<file path="src/logic/rd_mon_cfg.svh">
// ------------------------------
// Sizes for the AXI read monitor
// Include wherever a width or depth is needed
// ------------------------------
`ifndef RD_MON_CFG_SVH
`define RD_MON_CFG_SVH

`define RDM_ID_W       4
`define RDM_ADDR_W     32
`define RDM_DATA_W     32
`define RDM_MAX_TXN    4
`define RDM_TXN_IDX_W  2
`define RDM_CG_CNT_W   4
`define RDM_TMO_W      16
`define RDM_LAT_W      24
`define RDM_ACT_W      8
`define RDM_ERR_W      16
`define RDM_TXN_W      32

`endif

</file>
<file path="src/logic/axi_rd_pkg.sv">
// ------------------------------
// AXI read channel types
// Response codes shared by the tracker, packer and testbench
// ------------------------------
package axi_rd_pkg;

    typedef enum logic [1:0] {
        OKAY   = 2'b00,
        EXOKAY = 2'b01,
        SLVERR = 2'b10,
        DECERR = 2'b11
    } rresp_e;

    // Slave and decode errors both count as failures
    function automatic logic is_error(rresp_e resp);
        return (resp == SLVERR) || (resp == DECERR);
    endfunction

endpackage : axi_rd_pkg

</file>
<file path="src/logic/monitor_pkg.sv">
// ------------------------------
// Monitor bus packet formats
// Packet kinds, the two 64-bit layouts and the event record
// ------------------------------
`include "rd_mon_cfg.svh"

package monitor_pkg;

    typedef enum logic [3:0] {
        PKT_ERROR   = 4'h0,
        PKT_COMPL   = 4'h1,
        PKT_TIMEOUT = 4'h3
    } pkt_type_e;

    typedef struct packed {
        pkt_type_e                pkt_type;
        logic [`RDM_ID_W-1:0]     id;
        logic [`RDM_LAT_W-1:0]    latency;
        logic [`RDM_ADDR_W-1:0]   addr;
    } compl_pkt_t;

    // Also used for timeouts, with resp left at OKAY
    typedef struct packed {
        pkt_type_e                pkt_type;
        logic [`RDM_ID_W-1:0]     id;
        axi_rd_pkg::rresp_e       resp;
        logic [`RDM_LAT_W-3:0]    rsvd;
        logic [`RDM_ADDR_W-1:0]   addr;
    } err_pkt_t;

    // Decode by the type field in the top nibble
    typedef union packed {
        compl_pkt_t compl;
        err_pkt_t   err;
    } mon_packet_u;

    typedef struct packed {
        pkt_type_e                kind;
        logic [`RDM_ID_W-1:0]     id;
        logic [`RDM_ADDR_W-1:0]   addr;
        axi_rd_pkg::rresp_e       resp;
        logic [`RDM_LAT_W-1:0]    latency;
    } mon_event_t;

endpackage : monitor_pkg

</file>
<file path="src/logic/mon_event_if.sv">
// ------------------------------
// Event handshake from tracker to packer
// One event moves when valid and ready are both high
// ------------------------------
interface mon_event_if (
    input logic aclk
);

    logic                    valid;
    logic                    ready;
    monitor_pkg::mon_event_t data;

    modport producer (input aclk, output valid, output data, input ready);

    modport consumer (input aclk, input valid, input data, output ready);

endinterface : mon_event_if

</file>
<file path="src/logic/cg_idle_timer.sv">
// ------------------------------
// Idle cycle counter for clock gating
// Counts while enabled, signals when the threshold is reached
// ------------------------------
`include "rd_mon_cfg.svh"

module cg_idle_timer (
    input  logic                      aclk,
    input  logic                      rst,
    input  logic                      clear,
    input  logic                      count_en,
    input  logic [`RDM_CG_CNT_W-1:0]  threshold,
    output logic                      idle_done
);

    logic [`RDM_CG_CNT_W-1:0] cnt;

    always_ff @(posedge aclk) begin
        if (rst || clear) begin
            cnt <= '0;
        end else if (count_en && (cnt != '1)) begin
            // Saturate at all ones
            cnt <= cnt + 1'b1;
        end
    end

    assign idle_done = (cnt >= threshold);

endmodule : cg_idle_timer

</file>
<file path="src/logic/cg_state_ctrl.sv">
// ------------------------------
// Clock-gating FSM
// Active, idle wait, gated; any activity wakes it
// ------------------------------
module cg_state_ctrl (
    input  logic aclk,
    input  logic rst,
    input  logic cg_enable,
    input  logic user_active,
    input  logic mem_active,
    input  logic idle_done,
    output logic timer_clear,
    output logic timer_count_en,
    output logic gating,
    output logic idle
);

    typedef enum logic [1:0] {
        ST_ACTIVE    = 2'd0,
        ST_IDLE_WAIT = 2'd1,
        ST_GATED     = 2'd2
    } cg_state_e;

    cg_state_e state;
    cg_state_e state_nxt;
    logic      activity;

    assign activity = user_active || mem_active;

    always_comb begin
        state_nxt = state;
        case (state)
            ST_ACTIVE:    if (!activity && cg_enable) state_nxt = ST_IDLE_WAIT;
            ST_IDLE_WAIT: begin
                if (activity || !cg_enable) state_nxt = ST_ACTIVE;
                else if (idle_done)         state_nxt = ST_GATED;
            end
            ST_GATED:     if (activity || !cg_enable) state_nxt = ST_ACTIVE;
            default:      state_nxt = ST_ACTIVE;
        endcase
    end

    always_ff @(posedge aclk) begin
        if (rst) begin
            state <= ST_ACTIVE;
        end else begin
            state <= state_nxt;
        end
    end

    assign timer_clear    = (state == ST_ACTIVE);
    assign timer_count_en = (state == ST_IDLE_WAIT);
    assign gating         = (state == ST_GATED);
    assign idle           = (state != ST_ACTIVE);

endmodule : cg_state_ctrl

</file>
<file path="src/logic/rd_txn_tracker.sv">
// ------------------------------
// Read pass-through with transaction tracking
// Raises completion, error and timeout events, keeps counters
// ------------------------------
`include "rd_mon_cfg.svh"

module rd_txn_tracker (
    input  logic                         aclk,
    input  logic                         rst,
    input  logic                         gating,
    input  logic [`RDM_ID_W-1:0]         fub_arid,
    input  logic [`RDM_ADDR_W-1:0]       fub_araddr,
    input  logic [7:0]                   fub_arlen,
    input  logic                         fub_arvalid,
    output logic                         fub_arready,
    output logic [`RDM_ID_W-1:0]         fub_rid,
    output logic [`RDM_DATA_W-1:0]       fub_rdata,
    output axi_rd_pkg::rresp_e           fub_rresp,
    output logic                         fub_rlast,
    output logic                         fub_rvalid,
    input  logic                         fub_rready,
    output logic [`RDM_ID_W-1:0]         m_arid,
    output logic [`RDM_ADDR_W-1:0]       m_araddr,
    output logic [7:0]                   m_arlen,
    output logic                         m_arvalid,
    input  logic                         m_arready,
    input  logic [`RDM_ID_W-1:0]         m_rid,
    input  logic [`RDM_DATA_W-1:0]       m_rdata,
    input  axi_rd_pkg::rresp_e           m_rresp,
    input  logic                         m_rlast,
    input  logic                         m_rvalid,
    output logic                         m_rready,
    input  logic                         cfg_monitor_enable,
    input  logic [`RDM_TMO_W-1:0]        cfg_timeout_cycles,
    mon_event_if.producer                evt,
    output logic                         user_active,
    output logic                         mem_active,
    output logic                         busy,
    output logic [`RDM_ACT_W-1:0]        active_transactions,
    output logic [`RDM_ERR_W-1:0]        error_count,
    output logic [`RDM_TXN_W-1:0]        transaction_count
);

    logic [`RDM_MAX_TXN-1:0]     ent_vld;
    logic [`RDM_MAX_TXN-1:0]     ent_tmo;
    logic [`RDM_ID_W-1:0]        ent_id    [`RDM_MAX_TXN];
    logic [`RDM_ADDR_W-1:0]      ent_addr  [`RDM_MAX_TXN];
    logic [`RDM_LAT_W-1:0]       ent_start [`RDM_MAX_TXN];
    logic [`RDM_LAT_W-1:0]       ent_age   [`RDM_MAX_TXN];
    logic [`RDM_LAT_W-1:0]       now;
    logic [`RDM_LAT_W-1:0]       hit_age;
    logic [`RDM_TXN_IDX_W-1:0]   free_idx;
    logic [`RDM_TXN_IDX_W-1:0]   hit_idx;
    logic [`RDM_TXN_IDX_W-1:0]   tmo_idx;
    logic                        hit;
    logic                        tmo_hit;
    logic                        pass_ok;
    logic                        slot_free;
    logic                        r_open;
    logic                        ar_hs;
    logic                        r_done;
    logic                        new_cmpl;
    logic                        new_tmo;

    // AR stalls while gated or with every entry in use
    assign pass_ok     = !gating && !(&ent_vld);
    assign m_arvalid   = fub_arvalid && pass_ok;
    assign fub_arready = m_arready && pass_ok;
    assign m_arid      = fub_arid;
    assign m_araddr    = fub_araddr;
    assign m_arlen     = fub_arlen;

    // R stalls while gated or while the previous event waits for the packer
    assign slot_free  = !evt.valid || evt.ready;
    assign r_open     = !gating && slot_free;
    assign fub_rvalid = m_rvalid && r_open;
    assign m_rready   = fub_rready && r_open;
    assign fub_rid    = m_rid;
    assign fub_rdata  = m_rdata;
    assign fub_rresp  = m_rresp;
    assign fub_rlast  = m_rlast;

    assign ar_hs  = m_arvalid && m_arready;
    assign r_done = m_rvalid && m_rready && m_rlast;

    always_comb begin
        free_idx = '0;
        hit      = 1'b0;
        hit_idx  = '0;
        hit_age  = '0;
        tmo_hit  = 1'b0;
        tmo_idx  = '0;
        for (int i = 0; i < `RDM_MAX_TXN; i++) begin
            ent_age[i] = now - ent_start[i];
        end
        for (int i = `RDM_MAX_TXN - 1; i >= 0; i--) begin
            if (!ent_vld[i]) free_idx = `RDM_TXN_IDX_W'(i);
        end
        for (int i = 0; i < `RDM_MAX_TXN; i++) begin
            // Oldest entry wins when an ID is reused
            if (ent_vld[i] && (ent_id[i] == m_rid) && (!hit || ent_age[i] > hit_age)) begin
                hit     = 1'b1;
                hit_idx = `RDM_TXN_IDX_W'(i);
                hit_age = ent_age[i];
            end
            if (ent_vld[i] && !ent_tmo[i] && !tmo_hit &&
                (ent_age[i] > `RDM_LAT_W'(cfg_timeout_cycles))) begin
                tmo_hit = 1'b1;
                tmo_idx = `RDM_TXN_IDX_W'(i);
            end
        end
    end

    // Completion has priority, a timeout waits for a free slot
    assign new_cmpl = r_done && hit && cfg_monitor_enable;
    assign new_tmo  = tmo_hit && !new_cmpl && slot_free && !gating && cfg_monitor_enable;

    always_ff @(posedge aclk) begin
        if (rst) begin
            evt.valid         <= 1'b0;
            now               <= '0;
            ent_vld           <= '0;
            ent_tmo           <= '0;
            error_count       <= '0;
            transaction_count <= '0;
        end else begin
            if (evt.valid && evt.ready) evt.valid <= 1'b0;
            if (new_cmpl || new_tmo) evt.valid <= 1'b1;
            if (!gating) now <= now + 1'b1;
            if (ar_hs) begin
                ent_vld[free_idx] <= 1'b1;
                ent_tmo[free_idx] <= 1'b0;
            end
            if (r_done && hit) ent_vld[hit_idx] <= 1'b0;
            if (new_tmo) ent_tmo[tmo_idx] <= 1'b1;
            if (r_done) begin
                transaction_count <= transaction_count + 1'b1;
                if (axi_rd_pkg::is_error(m_rresp)) error_count <= error_count + 1'b1;
            end
        end
    end

    always_ff @(posedge aclk) begin
        if (ar_hs) begin
            ent_id[free_idx]    <= fub_arid;
            ent_addr[free_idx]  <= fub_araddr;
            ent_start[free_idx] <= now;
        end
        if (new_cmpl) begin
            evt.data.kind    <= axi_rd_pkg::is_error(m_rresp) ? monitor_pkg::PKT_ERROR
                                                              : monitor_pkg::PKT_COMPL;
            evt.data.id      <= m_rid;
            evt.data.addr    <= ent_addr[hit_idx];
            evt.data.resp    <= m_rresp;
            evt.data.latency <= hit_age;
        end else if (new_tmo) begin
            evt.data.kind    <= monitor_pkg::PKT_TIMEOUT;
            evt.data.id      <= ent_id[tmo_idx];
            evt.data.addr    <= ent_addr[tmo_idx];
            evt.data.resp    <= axi_rd_pkg::OKAY;
            evt.data.latency <= ent_age[tmo_idx];
        end
    end

    assign busy                = |ent_vld;
    assign active_transactions = `RDM_ACT_W'($countones(ent_vld));
    assign user_active         = fub_arvalid || fub_rready || busy;
    assign mem_active          = m_rvalid;

endmodule : rd_txn_tracker

</file>
<file path="src/logic/monbus_packer.sv">
// ------------------------------
// Event to monitor bus packet
// Holds one packet until the bus takes it
// ------------------------------
module monbus_packer (
    input  logic                     aclk,
    input  logic                     rst,
    mon_event_if.consumer            evt,
    output logic                     monbus_valid,
    input  logic                     monbus_ready,
    output monitor_pkg::mon_packet_u monbus_packet
);

    monitor_pkg::mon_packet_u pkt_d;
    logic                     accept;

    // Room when empty or when the held packet leaves this cycle
    assign evt.ready = !monbus_valid || monbus_ready;
    assign accept    = evt.valid && evt.ready;

    always_comb begin
        pkt_d = '0;
        if (evt.data.kind == monitor_pkg::PKT_COMPL) begin
            pkt_d.compl.pkt_type = evt.data.kind;
            pkt_d.compl.id       = evt.data.id;
            pkt_d.compl.latency  = evt.data.latency;
            pkt_d.compl.addr     = evt.data.addr;
        end else begin
            pkt_d.err.pkt_type = evt.data.kind;
            pkt_d.err.id       = evt.data.id;
            pkt_d.err.resp     = evt.data.resp;
            pkt_d.err.addr     = evt.data.addr;
        end
    end

    always_ff @(posedge aclk) begin
        if (rst) begin
            monbus_valid <= 1'b0;
        end else if (accept) begin
            monbus_valid <= 1'b1;
        end else if (monbus_ready) begin
            monbus_valid <= 1'b0;
        end
    end

    always_ff @(posedge aclk) begin
        if (accept) monbus_packet <= pkt_d;
    end

endmodule : monbus_packer

</file>
<file path="src/logic/axi_rd_mon_cg.sv">
// ------------------------------
// AXI read monitor with idle clock gating
// Sits between a read master (fub) and memory (m)
// ------------------------------
`include "rd_mon_cfg.svh"

module axi_rd_mon_cg (
    input  logic                         aclk,
    input  logic                         rst,
    input  logic                         cfg_cg_enable,
    input  logic [`RDM_CG_CNT_W-1:0]     cfg_cg_idle_count,
    input  logic                         cfg_monitor_enable,
    input  logic [`RDM_TMO_W-1:0]        cfg_timeout_cycles,
    input  logic [`RDM_ID_W-1:0]         fub_arid,
    input  logic [`RDM_ADDR_W-1:0]       fub_araddr,
    input  logic [7:0]                   fub_arlen,
    input  logic                         fub_arvalid,
    output logic                         fub_arready,
    output logic [`RDM_ID_W-1:0]         fub_rid,
    output logic [`RDM_DATA_W-1:0]       fub_rdata,
    output axi_rd_pkg::rresp_e           fub_rresp,
    output logic                         fub_rlast,
    output logic                         fub_rvalid,
    input  logic                         fub_rready,
    output logic [`RDM_ID_W-1:0]         m_arid,
    output logic [`RDM_ADDR_W-1:0]       m_araddr,
    output logic [7:0]                   m_arlen,
    output logic                         m_arvalid,
    input  logic                         m_arready,
    input  logic [`RDM_ID_W-1:0]         m_rid,
    input  logic [`RDM_DATA_W-1:0]       m_rdata,
    input  axi_rd_pkg::rresp_e           m_rresp,
    input  logic                         m_rlast,
    input  logic                         m_rvalid,
    output logic                         m_rready,
    output logic                         monbus_valid,
    input  logic                         monbus_ready,
    output monitor_pkg::mon_packet_u     monbus_packet,
    output logic                         busy,
    output logic [`RDM_ACT_W-1:0]        active_transactions,
    output logic [`RDM_ERR_W-1:0]        error_count,
    output logic [`RDM_TXN_W-1:0]        transaction_count,
    output logic                         cg_gating,
    output logic                         cg_idle
);

    logic user_active;
    logic mem_active;
    logic timer_clear;
    logic timer_count_en;
    logic idle_done;

    mon_event_if i_evt_if (.aclk(aclk));

    // Channel, config and status ports share their names with the top
    rd_txn_tracker i_rd_txn_tracker (
        .gating (cg_gating),
        .evt    (i_evt_if),
        .*
    );

    monbus_packer i_monbus_packer (
        .aclk          (aclk),
        .rst           (rst),
        .evt           (i_evt_if),
        .monbus_valid  (monbus_valid),
        .monbus_ready  (monbus_ready),
        .monbus_packet (monbus_packet)
    );

    cg_state_ctrl i_cg_state_ctrl (
        .aclk           (aclk),
        .rst            (rst),
        .cg_enable      (cfg_cg_enable),
        .user_active    (user_active),
        .mem_active     (mem_active),
        .idle_done      (idle_done),
        .timer_clear    (timer_clear),
        .timer_count_en (timer_count_en),
        .gating         (cg_gating),
        .idle           (cg_idle)
    );

    cg_idle_timer i_cg_idle_timer (
        .aclk      (aclk),
        .rst       (rst),
        .clear     (timer_clear),
        .count_en  (timer_count_en),
        .threshold (cfg_cg_idle_count),
        .idle_done (idle_done)
    );

endmodule : axi_rd_mon_cg

</file>
<file path="config.mk">
export PLATFORM = sky130hd
export DESIGN_NAME = axi_rd_mon_cg
export DESIGN_NICKNAME = d
export VERILOG_FILES = /design/src/logic/axi_rd_pkg.sv /design/src/logic/monitor_pkg.sv /design/src/logic/mon_event_if.sv /design/src/logic/cg_idle_timer.sv /design/src/logic/cg_state_ctrl.sv /design/src/logic/rd_txn_tracker.sv /design/src/logic/monbus_packer.sv /design/src/logic/axi_rd_mon_cg.sv
export VERILOG_INCLUDE_DIRS = /design/src /design/src/logic
export SDC_FILE = /design/constraint.sdc
export NUM_CORES = 1
export LEC_CHECK = 0
export BUFFER_PORTS_ARGS = -buffer_cell sky130_fd_sc_hd__buf_2
export CORE_MARGIN = 4
export CORE_UTILIZATION = 37
export CTS_CLUSTER_SIZE = 25
export DETAILED_ROUTE_END_ITERATION = 8
export GPL_TIMING_DRIVEN = 0
export PLACE_DENSITY_LB_ADDON = 0.05
export SKIP_CTS_REPAIR_TIMING = 1
export SLEW_MARGIN = 20
export SYNTH_ARGS = -nofsm -noshare
export SYNTH_HDL_FRONTEND = slang
export SYNTH_SLANG_ARGS = --single-unit
export TNS_END_PERCENT = 30
</file>
<file path="constraint.sdc">
create_clock -name aclk -period 19.35 [get_ports aclk]
set_input_delay 0.9675 -clock aclk [delete_from_list [all_inputs] [get_ports aclk]]
set_output_delay 0.9675 -clock aclk [all_outputs]
set_load 0.05 [all_outputs]
</file>
Word level (Yosys, flattened, before mapping)
Memories as Yosys holds them, arrays and structs flattened.
Cells that the tools add are included.
Word-level totals
  flip-flop bits (word level): 218
  bits in latches: 0
  memory bits (read-only): 0
  logic and storage cells: 194
  memories kept: 3
  memory bits (writable): 240
  output and inout port bits: 211
  input bits: 112
Cells by class
  eq/ne operators: 13
  add/subtract/negate cells: 11
  $lt $le $gt $ge: 15
  shifts and indexed selects: 0
  $mul: 0
  reductions and logical operators: 77
  divide/modulo/power cells: 0
  bitwise logic cells: 7
  muxes and demuxes: 52
Memory list
  i_rd_txn_tracker.ent_addr: words 4, width 32, rd ports 2, clocked after Yosys merged registers in 0, wr ports 1, RTL line rd_txn_tracker.sv:47  | logic [`RDM_ADDR_W-1:0] ent_addr [`RDM_MAX_TXN];
  i_rd_txn_tracker.ent_start: words 4, width 24, rd ports 4, clocked after Yosys merged registers in 0, wr ports 1, RTL line rd_txn_tracker.sv:48  | logic [`RDM_LAT_W-1:0] ent_start [`RDM_MAX_TXN];
  i_rd_txn_tracker.ent_id: words 4, width 4, rd ports 5, clocked after Yosys merged registers in 0, wr ports 1, RTL line rd_txn_tracker.sv:46  | logic [`RDM_ID_W-1:0] ent_id [`RDM_MAX_TXN];
Operators by type and width (number)
  $mux 24: 6
  $mux 66: 2
  $gt 24x16->1: 4
  $sub 24x24->24: 4
  $gt 24x24->1: 3
  $bmux 24 s2: 1
  $logic_and 1x1->1: 39
  $add 32x1->32 const B: 1
  $mux 2: 13
  $add 24x1->24 const B: 1
  $mux 4: 6
  $mux 1: 20
  $logic_not 1->1: 17
  $add 16x1->16 const B: 1
  $eq 4x4->1: 4
  $logic_or 1x1->1: 12
  $lt 2x3->1 const B: 3
  $add 8x8->8: 1
  $and 4x4->4: 2
  $not 4->4: 2
  $or 4x4->4: 2
  $reduce_bool 2->1: 4
  $demux 1 s2: 3
  $eq 2x2->1 const B: 3
  18 further kinds: 21

Logic depth before layout (Yosys ltp)
An unclocked memory read counts as a cell.
  depth in word-level cells: 25
  depth in mapped cells: 51

By module
A second synthesis with hierarchy kept.
Unflattened totals
  cells, all modules: 2966
  area, all modules: 29344.4 um^2
Modules (own cells, without submodules)
  rd_txn_tracker: times used 1, cells an instance 2825, area an instance 26750.7 um^2
  monbus_packer: times used 1, cells an instance 96, area an instance 2183.3 um^2
  cg_idle_timer: times used 1, cells an instance 34, area an instance 305.3 um^2
  cg_state_ctrl: times used 1, cells an instance 11, area an instance 105.1 um^2

Worst setup path before layout
Ideal clock, no wire load.
  kind: register to register
  start point: register i_rd_txn_tracker.now[1]
  end point: register, netlist name i_rd_txn_tracker.evt.data[30]
  library setup time: 0.152 ns
  path slack: 9.442 ns
  required time: 19.198 ns
  path buffers: 7
  arrival time: 9.756 ns
  cell stages (with the launch flop): 45
  cells stage by stage: dfxtp_1 > ha_1 > nor2b_1 > o2111ai_1 > a21oi_1 > or2_2 > a31oi_1 > o21ai_0 > xnor2_1 > inv_1 > ha_1 > nand2_1 > nor3_1 > nand2_1 > o311a_1 > a211oi_1 > or2_2 > clkbuf_1 > (+9 left out) > a21o_1 > clkbuf_1 > clkbuf_1 > clkbuf_1 > a21o_1 > ha_1 > a21o_1 > a211o_1 > a21oi_1 > o21ai_0 > nor3_1 > o21ai_0 > and2_1 > nand2_1 > clkbuf_1 > clkbuf_1 > o32ai_1 > a31oi_1
On the way
  word-level cells in the longest chain between the ends: 19
  elaborated cells between the ends (all ways): 49
  those cells by class: add/sub (4); order compare (7); mux (17); reduce/logical (20); memory (1)
RTL lines
  start: declaration: RTL line rd_txn_tracker.sv:50  | logic [`RDM_LAT_W-1:0] now;
  start signal: assignment: RTL line rd_txn_tracker.sv:129  | if (!gating) now <= now + 1'b1;
  branches (longest 18 deep; another with $sub 24x24->24)
  $mux 66 *: RTL line rd_txn_tracker.sv:149  | if (new_cmpl) begin
Mark *: on every way between the ends. The select of a mux whose other input is x is not followed.
A chain may end at the register's enable or synchronous reset.

Worst setup path in the final report
  start point: register i_rd_txn_tracker.now[0]
  end point: register, netlist name i_rd_txn_tracker.evt.data[29]
On the way
  word-level cells in the longest chain between the ends: 19
  elaborated cells between the ends (all ways): 49
  those cells by class: add/sub (4); order compare (7); mux (17); reduce/logical (20); memory (1)
RTL lines (RTL line)
  branches (longest 18 deep; another with $sub 24x24->24)
  $mux 66 *: rd_txn_tracker.sv:149
Marks and branches as above.

==> impl_metrics.toml <==
[status]
status = "complete, no violations"

[setup_path]
timing.rr.start = "i_rd_txn_tracker.now[0]$_SDFFE_PP0N_"
crit_path_start_kind = "flop"
required_ns = 19.76
cp.arrival_ns = 16.37
cpPeakStageDelay_ns = 0.91
path_max_fanout = 10
slowest_stage = "nor3_1"
crit_type = "reg2reg"
regToRegSetupSlack_ns = 3.39
timing.critical_path.mode_cell = "clkbuf_1"
worst_setup_path_end_kind = "flop"
crit_start = "i_rd_txn_tracker.now[0]$_SDFFE_PP0N_"

[power_and_ir_drop]
power_density_mw_per_mm2 = 70.1
ir_drop_mv = 0.0774
p_leak_nw = 14.0

[sta]
fmax_mhz = 62.7
worstMarginPinSlew_ns = 1.10
rsz0062_at_grt = "no"
slew_viol_final = 0
tns_ns = 0
finalCriticalPeriod_ns = 15.96
maxSlewHeadroom = 0.263
finalSetupViolCount = 0
hold_violations = 0
fin_skew_ns = 0.0144
hold_ws_ns = 0.415
period_share = 0.825

[global_routing]
grt_pass1_wl_mm = 155
first_global_vias = 23700
antenna_found_initial = 3
grt_max_degree = 37
grt_overflow = 0
grtUsageTotal = 0.247

[route]
viasPerCell = 5.64
firstDrtPassIters = 6
first_iter_violations = 1974
finalWirelength_mm = 106
ant_nets = 0
drc = 0
wl_per_cell_um = 24.2
vias = 24600

[clock_network]
cts.sinks = 454
cts.clk_slew.worst_paths_ns = 0.06
cts_made_buffers = 54
clk_latency_ns = 0.62
cts_tree = "built"
cts_max_path_buffers = 3
htreeDepth = 2
cts_root_buffer = "clkbuf_16"

[hold_path]
min_from = "i_rd_txn_tracker.evt.data[50]$_DFFE_PP_"
hold_class = "reg2reg"

[placement]
placed_cell_area_mm2 = 0.0321
gp_congestion = 0.909
numPortBuffers = 270
dp_hpwl_mm = 81.3

[layout]
area_growth_pct = 16.8
nFillCells = 7658
layout-drive-gt1-share = 0.160
nets = 3644
design_area_mm2 = 0.0339

[logic_synthesis]
synthArstFlopShare = 0
ys_seq_area_frac = 0.439
synth.top_cell.area_share = 0.379
synth.most_common_cell = "edfxtp_1"
synth_edf_count = 366
synth_cells = 2925
postSynthAreaPerCell_um2 = 9.92
synth_ff_type = "edfxtp_1"
ys_ff_latch = 454
yosys.area.top_type = "edfxtp_1"
syn_area_mm2 = 0.0290
yosysWarnings = 0
synthTopCellsByCount = "edfxtp_1, ha_1, nor2_1"
synth.area.top_cells = "edfxtp_1, ha_1, dfxtp_1, a21oi_1, nor2_1"
synth_cell_types = 82

[floorplan]
fp-row-count = 102
die_w_um = 288
start_util = 0.374
core_region_area_mm2 = 0.0776
die_h_um = 288
die_area_mm2 = 0.0830
num_io_pins = 323

[flow_run]
cap_viol_max_count = 0
## cells in the final DEF (no fill, tap or decap), types with 9 or more instances in the layout
cell and instances:
edfxtp_1 366, buf_2 286, ha_1 245, nor2_1 243, nand2_1 219, a21oi_1 182
inv_1 169, o21ai_0 123, clkbuf_1 115, a21o_1 108, buf_4 98, dfxtp_1 88
nand3_1 81, xor2_1 75, xnor2_1 71, and3_1 54, o21a_1 54, clkbuf_16 54
o211ai_1 53, nand4_1 47, a31oi_1 47, and4_1 46, nor3_1 42, mux2i_1 42
and2_1 35, a221oi_1 33, o32ai_1 32, nor2b_1 25, or3_1 21, a211oi_1 20
a32oi_1 17, nand2b_1 16, mux2_2 11, o21bai_1 10, clkinv_2 10, nor4_1 9
## report_power, final
| part | leakage (nW) | internal, mW | total (mW) | switching, mW |
|---|---|---|---|---|
| registers | 4.05 | 1.07 | 1.08 | 0.0105 |
| clock network | 0.869 | 0.591 | 1.02 | 0.430 |
| logic | 9.09 | 0.0878 | 0.270 | 0.182 |
| total | 14.0 | 1.75 | 2.37 | 0.622 |
## cell type report
cell class	instances	area [um2]	area share
inverters	170	641	0.0189
diodes	3	7.51	0.000221
well taps	1040	1300	0.0384
clock inverters	29	305	0.00901
clock buffers	68	1460	0.0432
plain buffers	217	1210	0.0356
multi-input cells	2090	14500	0.428
flip-flops and latches	454	12800	0.376
repair buffers	295	1700	0.0503
## worst max-delay path: cells and delay by family, from the launching register on
kind            cells  cell delay, ns
compound gates     15            4.28
fa+ha+maj           5            1.49
buf+inv            10            5.10
flops               1            0.38
simple gates       16            4.44
## cell families (layout without fill, tap and decap cells)
group           after synthesis  in the layout  synth area share
other cells                   1             10          0.000129
buf+inv                     387            779            0.0635
xor+xnor                    146            146            0.0441
mux                          54             54            0.0193
simple gates                869            869             0.148
compound gates              764            764             0.177
fa+ha+maj                   250            250             0.109
flops                       454            454             0.439
## stage by stage
step                worst slack [ns]  instances  power [mW]   util
floorplan                       9.44       2931        1.28      -
global placement                3.35       4241        1.37  0.409
detailed placement              3.92       4266        1.37  0.414
CTS                             3.84       4363        2.40  0.437
global route                    2.97       4363        2.46  0.437
finish                          3.39       4366        2.37  0.437
## sequential cells by signal, summed over array words and instances (netlist names)
name                                count
i_rd_txn_tracker.ent_addr             128
i_rd_txn_tracker.ent_start             96
i_rd_txn_tracker.evt.data              64
i_monbus_packer.monbus_packet          62
i_rd_txn_tracker.transaction_count     32
i_rd_txn_tracker.now                   24
i_rd_txn_tracker.ent_id                16
i_rd_txn_tracker.error_count           16
i_cg_idle_timer.cnt                     4
i_rd_txn_tracker.ent_tmo                4
i_rd_txn_tracker.ent_vld                4
i_cg_state_ctrl.state                   2
i_monbus_packer.monbus_valid            1
i_rd_txn_tracker.evt.valid              1
## path summary, 6_finish.rpt
check / depth (start not counted) / end
max: 46 / i_rd_txn_tracker.evt.data[29]$_DFFE_PP_
min: 0 / i_monbus_packer.monbus_packet[24]$_DFFE_PP_
max reg2reg: 46 / i_rd_txn_tracker.evt.data[29]$_DFFE_PP_
min reg2reg: 0 / i_monbus_packer.monbus_packet[24]$_DFFE_PP_
## per-layer routing
layer | global-route usage | routed length, um | vias up
met5 | 0 | 0 | -
met4 | 0.0605 | 2400 | 0
met3 | 0.0371 | 7510 | 135
met2 | 0.385 | 46800 | 934
met1 | 0.359 | 49000 | 12000
li1 | - | - | 11500
(Power assumes the default switching activity.)
